File: config.mk
export PLATFORM = sky130hd
export DESIGN_NAME = ex_core
export DESIGN_NICKNAME = d
export VERILOG_FILES = /design/src/verilog/ex_pipe_pkg.sv /design/src/verilog/ex_isa_pkg.sv /design/src/verilog/ex_core.sv /design/src/verilog/ex_stage.sv /design/src/verilog/ex_csr_regs.sv /design/src/verilog/ex_mult.sv /design/src/verilog/ex_alu.sv
export SDC_FILE = /design/constraint.sdc
export NUM_CORES = 2
export LEC_CHECK = 0
export ABC_AREA = 1
export BUFFER_PORTS_ARGS = -buffer_cell sky130_fd_sc_hd__buf_2
export CAP_MARGIN = 20
export CORE_MARGIN = 2
export CORE_UTILIZATION = 38
export CTS_BUF_LIST = sky130_fd_sc_hd__clkbuf_8
export DETAILED_ROUTE_END_ITERATION = 10
export PLACE_DENSITY_LB_ADDON = 0.12
export REMOVE_ABC_BUFFERS = 1
export SETUP_SLACK_MARGIN = 0.05
export SYNTH_ARGS = -nofsm -noshare
export SYNTH_HDL_FRONTEND = slang
export SYNTH_SLANG_ARGS = --single-unit
File: constraint.sdc
create_clock -name clk -period 3.72 [get_ports clk]
set_input_delay 0.372 -clock clk [delete_from_list [all_inputs] [get_ports clk]]
set_output_delay 0.372 -clock clk [all_outputs]
set_load 0.01 [all_outputs]
File: src/verilog/ex_pipe_pkg.sv
// Pipeline widths, scratch CSR map and multiplier iteration constants
`default_nettype none

package ex_pipe_pkg;

  // Datapath and register-file address widths
  localparam int XLEN      = 32;
  localparam int RF_ADDR_W = 5;

  // CSR address space
  localparam int CSR_ADDR_W = 12;

  // First of four consecutive machine scratch registers
  localparam logic [CSR_ADDR_W-1:0] CSR_SCRATCH_BASE = 12'h340;

  // One shift-add step per multiplier bit
  localparam int MULT_ITER  = 32;
  localparam int MULT_CNT_W = $clog2(MULT_ITER);

endpackage

`default_nettype wire

File: src/verilog/ex_isa_pkg.sv
// Instruction-set enums for the ALU, multiplier and CSR operators
`default_nettype none

package ex_isa_pkg;

  // ALU operators
  // The last six are branch compares and only drive the compare flag
  typedef enum logic [3:0]
  {
    ALU_ADD  = 4'h0,
    ALU_SUB  = 4'h1,
    ALU_AND  = 4'h2,
    ALU_OR   = 4'h3,
    ALU_XOR  = 4'h4,
    ALU_SLL  = 4'h5,
    ALU_SRL  = 4'h6,
    ALU_SRA  = 4'h7,
    ALU_SLT  = 4'h8,
    ALU_SLTU = 4'h9,
    ALU_EQ   = 4'ha,
    ALU_NE   = 4'hb,
    ALU_LT   = 4'hc,
    ALU_GE   = 4'hd,
    ALU_LTU  = 4'he,
    ALU_GEU  = 4'hf
  } alu_op_e;

  // Multiplier operators, low word or one of three high-word signedness forms
  typedef enum logic [1:0]
  {
    MUL_LO    = 2'b00,
    MUL_HI_SS = 2'b01,
    MUL_HI_UU = 2'b10,
    MUL_HI_SU = 2'b11
  } mult_op_e;

  // CSR access kinds
  typedef enum logic [1:0]
  {
    CSR_OP_READ  = 2'b00,
    CSR_OP_WRITE = 2'b01,
    CSR_OP_SET   = 2'b10,
    CSR_OP_CLEAR = 2'b11
  } csr_op_e;

endpackage

`default_nettype wire
File: src/verilog/ex_core.sv
// Top level joining the execute stage and the scratch CSR block
`default_nettype none

module ex_core import ex_isa_pkg::*; import ex_pipe_pkg::*;
(
  input  logic                  clk,
  input  logic                  rst_n,

  // Issue side
  input  logic                  instr_valid_i,
  input  logic                  alu_en_i,
  input  logic                  mult_en_i,
  input  logic                  csr_en_i,
  input  alu_op_e               alu_op_i,
  input  mult_op_e              mult_op_i,
  input  csr_op_e               csr_op_i,
  input  logic [XLEN-1:0]       operand_a_i,
  input  logic [XLEN-1:0]       operand_b_i,
  input  logic [XLEN-1:0]       operand_c_i,
  input  logic                  rf_we_i,
  input  logic [RF_ADDR_W-1:0]  rf_waddr_i,
  input  logic [XLEN-1:0]       pc_i,
  input  logic                  kill_ex_i,
  input  logic                  halt_ex_i,

  // Forwarding and branch
  output logic                  rf_we_ex_o,
  output logic [RF_ADDR_W-1:0]  rf_waddr_ex_o,
  output logic [XLEN-1:0]       rf_wdata_ex_o,
  output logic                  branch_decision_o,
  output logic [XLEN-1:0]       branch_target_o,

  output logic                  ex_ready_o,

  // Writeback side
  output logic                  wb_valid_o,
  input  logic                  wb_ready_i,
  output logic                  wb_rf_we_o,
  output logic [RF_ADDR_W-1:0]  wb_rf_waddr_o,
  output logic [XLEN-1:0]       wb_rf_wdata_o,
  output logic [XLEN-1:0]       wb_pc_o,
  output logic                  wb_csr_en_o,
  output csr_op_e               wb_csr_op_o,
  output logic [CSR_ADDR_W-1:0] wb_csr_addr_o,
  output logic [XLEN-1:0]       wb_csr_wdata_o
);

  logic [CSR_ADDR_W-1:0] csr_raddr;
  logic [XLEN-1:0]       csr_rdata;

  // Port names match the top level except the CSR read pair
  ex_stage u_ex_stage
  (
    .csr_raddr_o (csr_raddr),
    .csr_rdata_i (csr_rdata),
    .*
  );

  // CSR writes commit as the item leaves EX/WB
  ex_csr_regs u_ex_csr_regs
  (
    .clk        (clk),
    .rst_n      (rst_n),
    .raddr_i    (csr_raddr),
    .rdata_o    (csr_rdata),
    .wb_valid_i (wb_valid_o),
    .wb_ready_i (wb_ready_i),
    .csr_en_i   (wb_csr_en_o),
    .csr_op_i   (wb_csr_op_o),
    .waddr_i    (wb_csr_addr_o),
    .wdata_i    (wb_csr_wdata_o)
  );

endmodule

`default_nettype wire

File: src/verilog/ex_stage.sv
// Execute stage with enable gating, write-data mux, branch outputs and EX/WB register
`default_nettype none

module ex_stage import ex_isa_pkg::*; import ex_pipe_pkg::*;
(
  input  logic                  clk,
  input  logic                  rst_n,

  // Issue side
  input  logic                  instr_valid_i,
  input  logic                  alu_en_i,
  input  logic                  mult_en_i,
  input  logic                  csr_en_i,
  input  alu_op_e               alu_op_i,
  input  mult_op_e              mult_op_i,
  input  csr_op_e               csr_op_i,
  input  logic [XLEN-1:0]       operand_a_i,
  input  logic [XLEN-1:0]       operand_b_i,
  input  logic [XLEN-1:0]       operand_c_i,
  input  logic                  rf_we_i,
  input  logic [RF_ADDR_W-1:0]  rf_waddr_i,
  input  logic [XLEN-1:0]       pc_i,
  input  logic                  kill_ex_i,
  input  logic                  halt_ex_i,

  // CSR read
  input  logic [XLEN-1:0]       csr_rdata_i,
  output logic [CSR_ADDR_W-1:0] csr_raddr_o,

  // Forwarding and branch
  output logic                  rf_we_ex_o,
  output logic [RF_ADDR_W-1:0]  rf_waddr_ex_o,
  output logic [XLEN-1:0]       rf_wdata_ex_o,
  output logic                  branch_decision_o,
  output logic [XLEN-1:0]       branch_target_o,

  output logic                  ex_ready_o,

  // Writeback side
  output logic                  wb_valid_o,
  input  logic                  wb_ready_i,
  output logic                  wb_rf_we_o,
  output logic [RF_ADDR_W-1:0]  wb_rf_waddr_o,
  output logic [XLEN-1:0]       wb_rf_wdata_o,
  output logic [XLEN-1:0]       wb_pc_o,
  output logic                  wb_csr_en_o,
  output csr_op_e               wb_csr_op_o,
  output logic [CSR_ADDR_W-1:0] wb_csr_addr_o,
  output logic [XLEN-1:0]       wb_csr_wdata_o
);

  logic            instr_valid;
  logic            alu_en_gated;
  logic            mult_en_gated;
  logic            csr_en_gated;
  logic [XLEN-1:0] alu_result;
  logic            alu_cmp_result;
  logic [XLEN-1:0] mult_result;
  logic            mult_ready;
  logic            ex_valid;

  // Killed instructions enable nothing
  assign instr_valid   = instr_valid_i && !kill_ex_i;
  assign alu_en_gated  = alu_en_i && instr_valid;
  assign mult_en_gated = mult_en_i && instr_valid;
  assign csr_en_gated  = csr_en_i && instr_valid;

  assign csr_raddr_o = operand_b_i[CSR_ADDR_W-1:0];

  // Forwarding view of the current instruction
  // CSR instructions forward the old CSR value
  assign rf_we_ex_o    = rf_we_i && instr_valid;
  assign rf_waddr_ex_o = rf_waddr_i;
  always_comb
  begin
    rf_wdata_ex_o = '0;
    if (alu_en_gated)
      rf_wdata_ex_o = alu_result;
    if (mult_en_gated)
      rf_wdata_ex_o = mult_result;
    if (csr_en_gated)
      rf_wdata_ex_o = csr_rdata_i;
  end

  // Branch decision from the compare, target precomputed in operand C
  assign branch_decision_o = alu_cmp_result;
  assign branch_target_o   = operand_c_i;

  ex_alu u_ex_alu
  (
    .operator_i          (alu_op_i),
    .operand_a_i         (operand_a_i),
    .operand_b_i         (operand_b_i),
    .result_o            (alu_result),
    .comparison_result_o (alu_cmp_result)
  );

  ex_mult u_ex_mult
  (
    .clk        (clk),
    .rst_n      (rst_n),
    .kill_i     (kill_ex_i),
    .enable_i   (mult_en_gated),
    .operator_i (mult_op_i),
    .op_a_i     (operand_a_i),
    .op_b_i     (operand_b_i),
    .ex_ready_i (ex_ready_o),
    .result_o   (mult_result),
    .ready_o    (mult_ready)
  );

  ////////////////////////////////////////////////////////////
  // Stall logic
  ////////////////////////////////////////////////////////////

  // ALU finishes in its cycle, so only the multiplier can hold EX
  assign ex_ready_o = mult_ready && wb_ready_i && !halt_ex_i;
  // Halt only blocks acceptance upstream
  assign ex_valid   = mult_ready && wb_ready_i && instr_valid;

  ////////////////////////////////////////////////////////////
  // EX/WB register
  ////////////////////////////////////////////////////////////

  always_ff @(posedge clk, negedge rst_n)
  begin
    if (!rst_n)
    begin
      wb_valid_o  <= 1'b0;
      wb_rf_we_o  <= 1'b0;
      wb_csr_en_o <= 1'b0;
    end
    else if (ex_valid)
    begin
      wb_valid_o  <= 1'b1;
      wb_rf_we_o  <= rf_we_i;
      wb_csr_en_o <= csr_en_i;
    end
    else if (wb_ready_i)
    begin
      // Drained with nothing new, insert a bubble
      wb_valid_o  <= 1'b0;
      wb_rf_we_o  <= 1'b0;
      wb_csr_en_o <= 1'b0;
    end
  end

  // Payload only moves together with a new item
  always_ff @(posedge clk)
  begin
    if (ex_valid)
    begin
      wb_rf_waddr_o  <= rf_waddr_i;
      wb_rf_wdata_o  <= rf_wdata_ex_o;
      wb_pc_o        <= pc_i;
      wb_csr_op_o    <= csr_op_i;
      wb_csr_addr_o  <= operand_b_i[CSR_ADDR_W-1:0];
      wb_csr_wdata_o <= operand_a_i;
    end
  end

endmodule

`default_nettype wire

File: src/verilog/ex_csr_regs.sv
// Four machine scratch CSRs with combinational read and writeback commit
`default_nettype none

module ex_csr_regs import ex_isa_pkg::*; import ex_pipe_pkg::*;
(
  input  logic                  clk,
  input  logic                  rst_n,

  // Read port from EX
  input  logic [CSR_ADDR_W-1:0] raddr_i,
  output logic [XLEN-1:0]       rdata_o,

  // Commit from the EX/WB register
  input  logic                  wb_valid_i,
  input  logic                  wb_ready_i,
  input  logic                  csr_en_i,
  input  csr_op_e               csr_op_i,
  input  logic [CSR_ADDR_W-1:0] waddr_i,
  input  logic [XLEN-1:0]       wdata_i
);

  logic [XLEN-1:0] scratch_q [4];
  logic            rd_hit;
  logic            wr_hit;
  logic            commit;

  // Upper address bits select the scratch block, low two bits the register
  assign rd_hit  = (raddr_i[CSR_ADDR_W-1:2] == CSR_SCRATCH_BASE[CSR_ADDR_W-1:2]);
  assign wr_hit  = (waddr_i[CSR_ADDR_W-1:2] == CSR_SCRATCH_BASE[CSR_ADDR_W-1:2]);
  assign rdata_o = rd_hit ? scratch_q[raddr_i[1:0]] : '0;    // unmapped reads as zero

  // Commit only when the item actually leaves EX/WB
  assign commit = wb_valid_i && wb_ready_i && csr_en_i && wr_hit;

  always_ff @(posedge clk, negedge rst_n)
  begin
    if (!rst_n)
      scratch_q <= '{default: '0};
    else if (commit)
    begin
      case (csr_op_i)
        CSR_OP_WRITE: scratch_q[waddr_i[1:0]] <= wdata_i;
        CSR_OP_SET:   scratch_q[waddr_i[1:0]] <= scratch_q[waddr_i[1:0]] | wdata_i;
        CSR_OP_CLEAR: scratch_q[waddr_i[1:0]] <= scratch_q[waddr_i[1:0]] & ~wdata_i;
        default:      scratch_q[waddr_i[1:0]] <= scratch_q[waddr_i[1:0]];
      endcase
    end
  end

endmodule

`default_nettype wire

File: src/verilog/ex_mult.sv
// Iterative shift-add multiplier FSM with low and high product words
`default_nettype none

module ex_mult import ex_isa_pkg::*; import ex_pipe_pkg::*;
(
  input  logic            clk,
  input  logic            rst_n,

  input  logic            kill_i,
  input  logic            enable_i,
  input  mult_op_e        operator_i,
  input  logic [XLEN-1:0] op_a_i,
  input  logic [XLEN-1:0] op_b_i,
  input  logic            ex_ready_i,

  output logic [XLEN-1:0] result_o,
  output logic            ready_o
);

  typedef enum logic [1:0] {IDLE, CALC, DONE} mult_state_e;

  mult_state_e            state_q;
  mult_state_e            state_d;
  logic [MULT_CNT_W-1:0]  cnt_q;
  logic                   a_neg;
  logic                   b_neg;
  logic [XLEN-1:0]        a_mag;
  logic [XLEN-1:0]        b_mag;
  logic [2*XLEN-1:0]      mcand_q;
  logic [2*XLEN-1:0]      prod_q;
  logic [2*XLEN-1:0]      prod_fixed;
  logic [XLEN-1:0]        mplier_q;
  logic                   neg_q;
  mult_op_e               op_q;

  // Operand signs per operator
  // Low word is the same for any signedness, so treat it as unsigned
  assign a_neg = ((operator_i == MUL_HI_SS) || (operator_i == MUL_HI_SU)) && op_a_i[XLEN-1];
  assign b_neg = (operator_i == MUL_HI_SS) && op_b_i[XLEN-1];
  assign a_mag = a_neg ? -op_a_i : op_a_i;
  assign b_mag = b_neg ? -op_b_i : op_b_i;

  ////////////////////////////////////////////////////////////
  // Control FSM
  ////////////////////////////////////////////////////////////

  always_comb
  begin
    state_d = state_q;
    ready_o = 1'b0;
    case (state_q)
      IDLE:
      begin
        ready_o = !enable_i;
        if (enable_i)
          state_d = CALC;
      end
      CALC:
      begin
        // Bit 0 was done on entry, so the last step is bit MULT_ITER-1
        if (cnt_q == MULT_CNT_W'(MULT_ITER - 1))
          state_d = DONE;
      end
      DONE:
      begin
        ready_o = 1'b1;
        if (ex_ready_i)
          state_d = IDLE;
      end
      default: state_d = IDLE;
    endcase
    // Kill aborts from any state
    if (kill_i)
      state_d = IDLE;
  end

  always_ff @(posedge clk, negedge rst_n)
  begin
    if (!rst_n)
    begin
      state_q <= IDLE;
      cnt_q   <= '0;
    end
    else
    begin
      state_q <= state_d;
      if (state_q == IDLE)
        cnt_q <= MULT_CNT_W'(1);
      else if (state_q == CALC)
        cnt_q <= cnt_q + 1'b1;
    end
  end

  ////////////////////////////////////////////////////////////
  // Shift-add datapath
  ////////////////////////////////////////////////////////////

  always_ff @(posedge clk)
  begin
    if ((state_q == IDLE) && enable_i)
    begin
      // Latch magnitudes and do the bit-0 step at once
      op_q     <= operator_i;
      neg_q    <= a_neg ^ b_neg;
      mcand_q  <= {{XLEN{1'b0}}, a_mag} << 1;
      mplier_q <= b_mag >> 1;
      prod_q   <= b_mag[0] ? {{XLEN{1'b0}}, a_mag} : '0;
    end
    else if (state_q == CALC)
    begin
      if (mplier_q[0])
        prod_q <= prod_q + mcand_q;
      mcand_q  <= mcand_q << 1;
      mplier_q <= mplier_q >> 1;
    end
  end

  // Sign fix and word select, valid in DONE
  assign prod_fixed = neg_q ? -prod_q : prod_q;
  assign result_o   = (op_q == MUL_LO) ? prod_fixed[XLEN-1:0] : prod_fixed[2*XLEN-1:XLEN];

endmodule

`default_nettype wire

File: src/verilog/ex_alu.sv
// Combinational ALU with add, logic, shift, set-less-than and branch compares
`default_nettype none

module ex_alu import ex_isa_pkg::*; import ex_pipe_pkg::*;
(
  input  alu_op_e         operator_i,
  input  logic [XLEN-1:0] operand_a_i,
  input  logic [XLEN-1:0] operand_b_i,

  output logic [XLEN-1:0] result_o,
  output logic            comparison_result_o
);

  logic [4:0] shamt;
  logic       is_eq;
  logic       is_lt;
  logic       is_ltu;

  // Only the low five bits of B count as a shift amount
  assign shamt = operand_b_i[4:0];

  ////////////////////////////////////////////////////////////
  // Comparisons
  ////////////////////////////////////////////////////////////

  assign is_eq  = (operand_a_i == operand_b_i);
  assign is_lt  = ($signed(operand_a_i) < $signed(operand_b_i));
  assign is_ltu = (operand_a_i < operand_b_i);

  // Set-less-than shares the compare path with the branches
  always_comb
  begin
    comparison_result_o = 1'b0;
    case (operator_i)
      ALU_SLT, ALU_LT:   comparison_result_o = is_lt;
      ALU_SLTU, ALU_LTU: comparison_result_o = is_ltu;
      ALU_EQ:            comparison_result_o = is_eq;
      ALU_NE:            comparison_result_o = !is_eq;
      ALU_GE:            comparison_result_o = !is_lt;
      ALU_GEU:           comparison_result_o = !is_ltu;
      default:           comparison_result_o = 1'b0;
    endcase
  end

  ////////////////////////////////////////////////////////////
  // Result select
  ////////////////////////////////////////////////////////////

  always_comb
  begin
    case (operator_i)
      ALU_ADD: result_o = operand_a_i + operand_b_i;
      ALU_SUB: result_o = operand_a_i - operand_b_i;
      ALU_AND: result_o = operand_a_i & operand_b_i;
      ALU_OR:  result_o = operand_a_i | operand_b_i;
      ALU_XOR: result_o = operand_a_i ^ operand_b_i;
      ALU_SLL: result_o = operand_a_i << shamt;
      ALU_SRL: result_o = operand_a_i >> shamt;
      // Arithmetic shift keeps the sign of A
      ALU_SRA: result_o = $signed(operand_a_i) >>> shamt;
      // Compares give 0 or 1
      default: result_o = {{(XLEN-1){1'b0}}, comparison_result_o};
    endcase
  end

endmodule

`default_nettype wire

# After elaboration in Yosys (flattened, before gate mapping)
# Index checks and enable logic that the tools add are counted.
# word_totals
register_bits,414
wordCells,150
output_inout_bits,190
input_bits,151
# op_classes
n_shift,3
add_sub_neg,7
magnitude_cmp,5
mux,43
bitwise,9
n_reduce_logical,33
n_eq_ne,29
# op_table
op,count
$bwmux W128,4
$mux W32,13
$pmux W128 S3,1
$mux W64,4
$pmux W32 S8,1
$bmux W32 S2,2
$mux W33,2
$add A64 B64 Y64,1
$and A32 B32 Y32,2
$demux W32 S2,1
$lt A32 B32 Y1,2
$neg A32 Y32,2
$neg A64 Y64,1
$or A32 B32 Y32,2
$mux W31,2
$add A32 B32 Y32,1
$eq A32 B32 Y1,1
$eq A4 B4 Y1 const B,8
$not A32 Y32,1
$shl A32 B5 Y32,1
$shr A32 B5 Y32,1
$sshr A32 B5 Y32,1
$sub A32 B32 Y32,1
$xor A32 B32 Y32,1
28 further kinds,73

# Logic depth before layout (Yosys ltp)
# logic_depth
ltp_word,10
mapped_depth,21
depth_no_buf,20

# Hierarchy
# From an unflattened synthesis, not the netlist that was laid out.
# hier_totals
hier_cells,7652
hier_area_um2,44755.4
# by_module_without_submodules
module,area_per_inst_um2,cells_per_inst,n_inst
ex_mult,16930.0,2789,1
ex_csr_regs,13172.6,2522,1
ex_alu,9591.7,1906,1
ex_stage,5061.1,435,1

# Worst setup path before layout
# OpenSTA, ideal clock, no wires.
# synth_path
path_type,register -> register
startpoint,register u_ex_stage.u_ex_mult.state_q[1]
endpoint,register u_ex_stage.wb_csr_addr_o[0] (enable)
arrival_time_ns,3.312
setup_time_ns,0.468
slack_ns,-0.060
required_ns,3.252
path_buffers,1
period_less_slack_ns,3.780
path_stages_with_launch,6
path_cell_list,dfrtp_1 > clkbuf_1 > inv_1 > a211oi_1 > nand2_1 > inv_1
# synth_via
elab_chain_cells,4
word_cells_on_any_way,5
classes_between,eq/ne: 1; mux: 1; reduce/logical: 3
# synth_rtl
element,line_no,rtl
from (decl),ex_mult.sv:22,mult_state_e state_q;
from (signal assigned),ex_mult.sv:86,state_q <= state_d;
$eq A2 B2 Y1 / $logic_not A2 Y1 (equally long branches),ex_mult.sv:51,case (state_q)
$pmux W1 S2 *,ex_mult.sv:51,
$logic_and A1 B1 Y1 * (2 in a row),ex_stage.sv:119,assign ex_valid = mult_ready && wb_ready_i && instr_valid;
via u_ex_stage.ex_valid,ex_stage.sv:60,logic ex_valid;
to (signal assigned),ex_stage.sv:157,wb_csr_addr_o <= operand_b_i[CSR_ADDR_W-1:0];
to (decl),ex_stage.sv:48,"output logic [CSR_ADDR_W-1:0] wb_csr_addr_o,"
# Mark *: on every way through the listed nets, which the timed path passes. The rest lies on a longest branch.
# A chain may end at the register's enable or synchronous reset.

# Worst setup path after layout
# layout_path
startpoint,register u_ex_stage.u_ex_mult.prod_q[21]
endpoint,output port rf_wdata_ex_o[15]
# layout_via
elab_chain_cells,5
# layout_rtl
element,line_no,rtl
from (decl),ex_mult.sv:30,logic [2*XLEN-1:0] prod_q;
from (signal assigned),ex_mult.sv:107,"prod_q <= b_mag[0] ? {{XLEN{1'b0}}, a_mag} : '0;"
from (signal assigned),ex_mult.sv:112,prod_q <= prod_q + mcand_q;
$neg A64 Y64,ex_mult.sv:119,assign prod_fixed = neg_q ? -prod_q : prod_q;
$mux W64,ex_mult.sv:119,
$mux W32,ex_mult.sv:120,assign result_o = (op_q == MUL_LO) ? prod_fixed[XLEN-1:0] : prod_fixed[2*XLEN-1:XLEN];
$mux W32,ex_stage.sv:79,if (mult_en_gated)
$mux W32,ex_stage.sv:81,if (csr_en_gated)
to (decl),ex_core.sv:29,"output logic [XLEN-1:0] rf_wdata_ex_o,"
# No other way between the ends.

==> impl_metrics.yaml <==
status:
  status: "finished, final reports clean"
place:
  io_buffers: 276
  dp_slack_ps: -234.4
  gp_congestion: 1.147
  hpwl_mm: 168.5
setup_path:
  critPathCaptureType: "primary output"
  path_class: "reg -> out"
  path_cells: "nor2_2 -> nand3_1 -> nor2_2 -> nand2_1 -> nor2_4 -> inv_2 -> nor2_4 -> nand2_1 -> nand3_1 -> nand3_2 -> nand2_2 -> nand2_1 -> nand2_1 -> nand2_1 -> nand2_4 -> buf_2"
  critPathArrivalTime_ps: 3270
  cp-start-kind: "flop"
  cp_slowest_cell: "edfxtp_1"
  cp.required_ps: 3350
  slowest_delay_ps: 560
  crit_buf_inv: 2
  path_max_fanout: 4
  critPathTopFamily: "simple AND/OR/NAND/NOR gates"
  cpMostUsedCell: "nand2_1"
  rrSetupSlack_ps: 220
die:
  die_area_um2: 106900
  num_rows: 118
  core_area_um2: 103500
  io-pin-count: 341
  die_h_um: 327.0
  start_util_pct: 38.31
  die_width_um: 327.0
timing:
  max_slew_margin_pct: 36.21
  tns_ps: 0
  finalSetupViolations: 0
  period_share_pct: 97.93
  rsz0062_at_grt: "true"
  fin_ws_ps: 77.08
  max_freq_mhz: 274.5
  clock_skew_ps: 58.57
  worst_slew_pin_slew_ps: 955.7
  slew_violations: 0
  hold_viol_final: 0
  period_needed_ps: 3643
worst_hold_path:
  hp-class: "in -> reg"
synth:
  synthesis.area_um2: 39650
  synthFlopType: "edfxtp_1"
  synthCells: 6290
  yosysUniqueCellTypes: 71
  syn_avg_cell_area_um2: 6.304
  yosysSeqAreaShare_pct: 28.83
  async_flop_share_pct: 33.33
  yosys_warnings: 0
  synth_edf_count: 245
  synth_seq_cells: 414
pwr:
  power_density_nw_per_um2: 320.7
  power.leakage_uw: 0.02256
  p_seq_share_pct: 34.8
  p_sw_share_pct: 37.59
  power.internal_uw: 9552
  pwr-share-comb_pct: 31.5
  clockPowerShare_pct: 33.7
  switchingPower_uw: 5753
  vdd_drop_max_mv: 0.3141
detailed_routing:
  routed_wirelength_mm: 215.9
  drtIter0Drc: 6445
  wire_per_inst_um: 26.15
  vias: 48210
  drc: 0
  ant_nets: 0
  via_per_inst: 5.840
  dr.pass1.iters: 6
cts:
  cts_buffer_depth: 3
  clock_sinks: 414
  clk_pin_slew_worst_paths_ps: 60
  cts_buffers: 81
  htreeDepth: 3
  cts_tree: "done"
  cts_root_buf: "clkbuf_8"
  clk_latency_ps: 740
finish:
  final_common_cell: "nand2_1"
  layout-drive-gt1-share_pct: 15.79
  area_growth_pct: 20.36
  mostFrequentLayoutCells: "nand2_1 (1708), inv_1 (663), a21oi_1 (592)"
  num-nets-final: 7127
global_route:
  first_global_vias: 43170
  globalRouteTotalUtil_pct: 38.70
  grt_pass1_wl_mm: 303.8
  overflow: 0
  antenna_found_initial: 21
  grt_max_degree: 87
flow_run:
  maxCapViolCount: 0
-- layout make-up --
class                   instances  area (um^2)
fillers                     11020        55770
multi-input cells            4851        24670
flip-flops and latches        414        11430
repair buffers                747         5445
inverters                     710         2684
well taps                    1380         1727
clock buffers                  91         1252
clock inverters                57        505.5
diodes                          5        12.51
-- stage by stage --
step                instances  hold WS (ps)  util [%]  power [uW]  area, um^2
finish                   8255         69.21     46.11       15310       47720
global route             8251         40.57     46.10       15900       47710
CTS                      8224         7.262     45.43       15130       47020
detailed placement       7979         502.8     42.75        9793       44240
global placement         7979         477.9     42.75        9808       44240
floorplan                5975         76.41         -        7719       38090
-- kinds of logic (layout without fill, tap and decap cells) --
| family | Yosys count | in the layout | synth area share [%] |
|---|---|---|---|
| buffers and inverters | 1025 | 1605 | 10.67 |
| multiplexers | 1 | 1 | 0.02525 |
| AND/OR/NAND/NOR | 3179 | 3179 | 33.56 |
| flip-flops | 414 | 414 | 28.83 |
| AO/OA/AOI/OAI | 1459 | 1459 | 20.56 |
| XOR/XNOR | 41 | 41 | 0.9057 |
| adder cells (fa/ha/maj) | 171 | 171 | 5.453 |
| other | 0 | 5 | 0 |
-- final timing paths --
check	depth (start not counted)	start	endpoint
max in group asynchronous	3	rst_n	asynchronous set/reset pin
worst min register to register	2	u_ex_stage.u_ex_mult.mplier_q[8]$_DFFE_PP_	u_ex_stage.u_ex_mult.mplier_q[7]$_DFFE_PP_
worst max-delay path	16	u_ex_stage.u_ex_mult.prod_q[21]$_DFFE_PP_	rf_wdata_ex_o[15]
min in group asynchronous	2	rst_n	asynchronous set/reset pin
worst min-delay path	2	operand_b_i[5]	u_ex_stage.wb_csr_addr_o[5]$_DFFE_PP_
worst max register to register	12	u_ex_stage.u_ex_mult.prod_q[4]$_DFFE_PP_	u_ex_stage.u_ex_mult.prod_q[51]$_SDFFCE_PP0P_
-- routing by layer --
metal  up-vias  global-route usage [%]  routed length (um)
li1      22080                       -                   -
met1     22680                   54.39               90760
met2      2918                   56.14               88970
met3       519                   7.848               23860
met4        18                   19.20               12180
met5         -                  0.1331                 133
-- synthesized netlist by cell type, types with 79 or more instances --
library cell | count | area share (%)
nand2_1 | 1750 | 17
inv_1 | 663 | 6.3
nand3_1 | 601 | 7.6
a21oi_1 | 598 | 7.5
nor2_1 | 598 | 5.7
o21ai_0 | 461 | 5.8
edfxtp_1 | 245 | 19
ha_1 | 168 | 5.3
dfrtp_1 | 138 | 8.7
clkbuf_1 | 134 | 1.3
buf_2 | 99 | 1.2
a22oi_1 | 79 | 1.5
-- power by group through the flow --
stage | registers (uW) | clock network, uW | logic [uW]
after floorplan | 5370 | 0 | 2350
after global placement | 5470 | 0 | 4330
after detailed placement | 5470 | 0 | 4320
after CTS | 5330 | 5260 | 4550
after global routing | 5330 | 5430 | 5140
final | 5320 | 5160 | 4830
-- what timing repair did --
item	in CTS	in global routing
gates resized for setup	55	143
gates cloned	0	0
pin swaps	4	24
hold buffers	53	0
endpoints found under the setup margin	26	32
setup buffers	44	26
hold endpoints to repair	137	0
No activity file was read; power rests on OpenSTA's default activity.
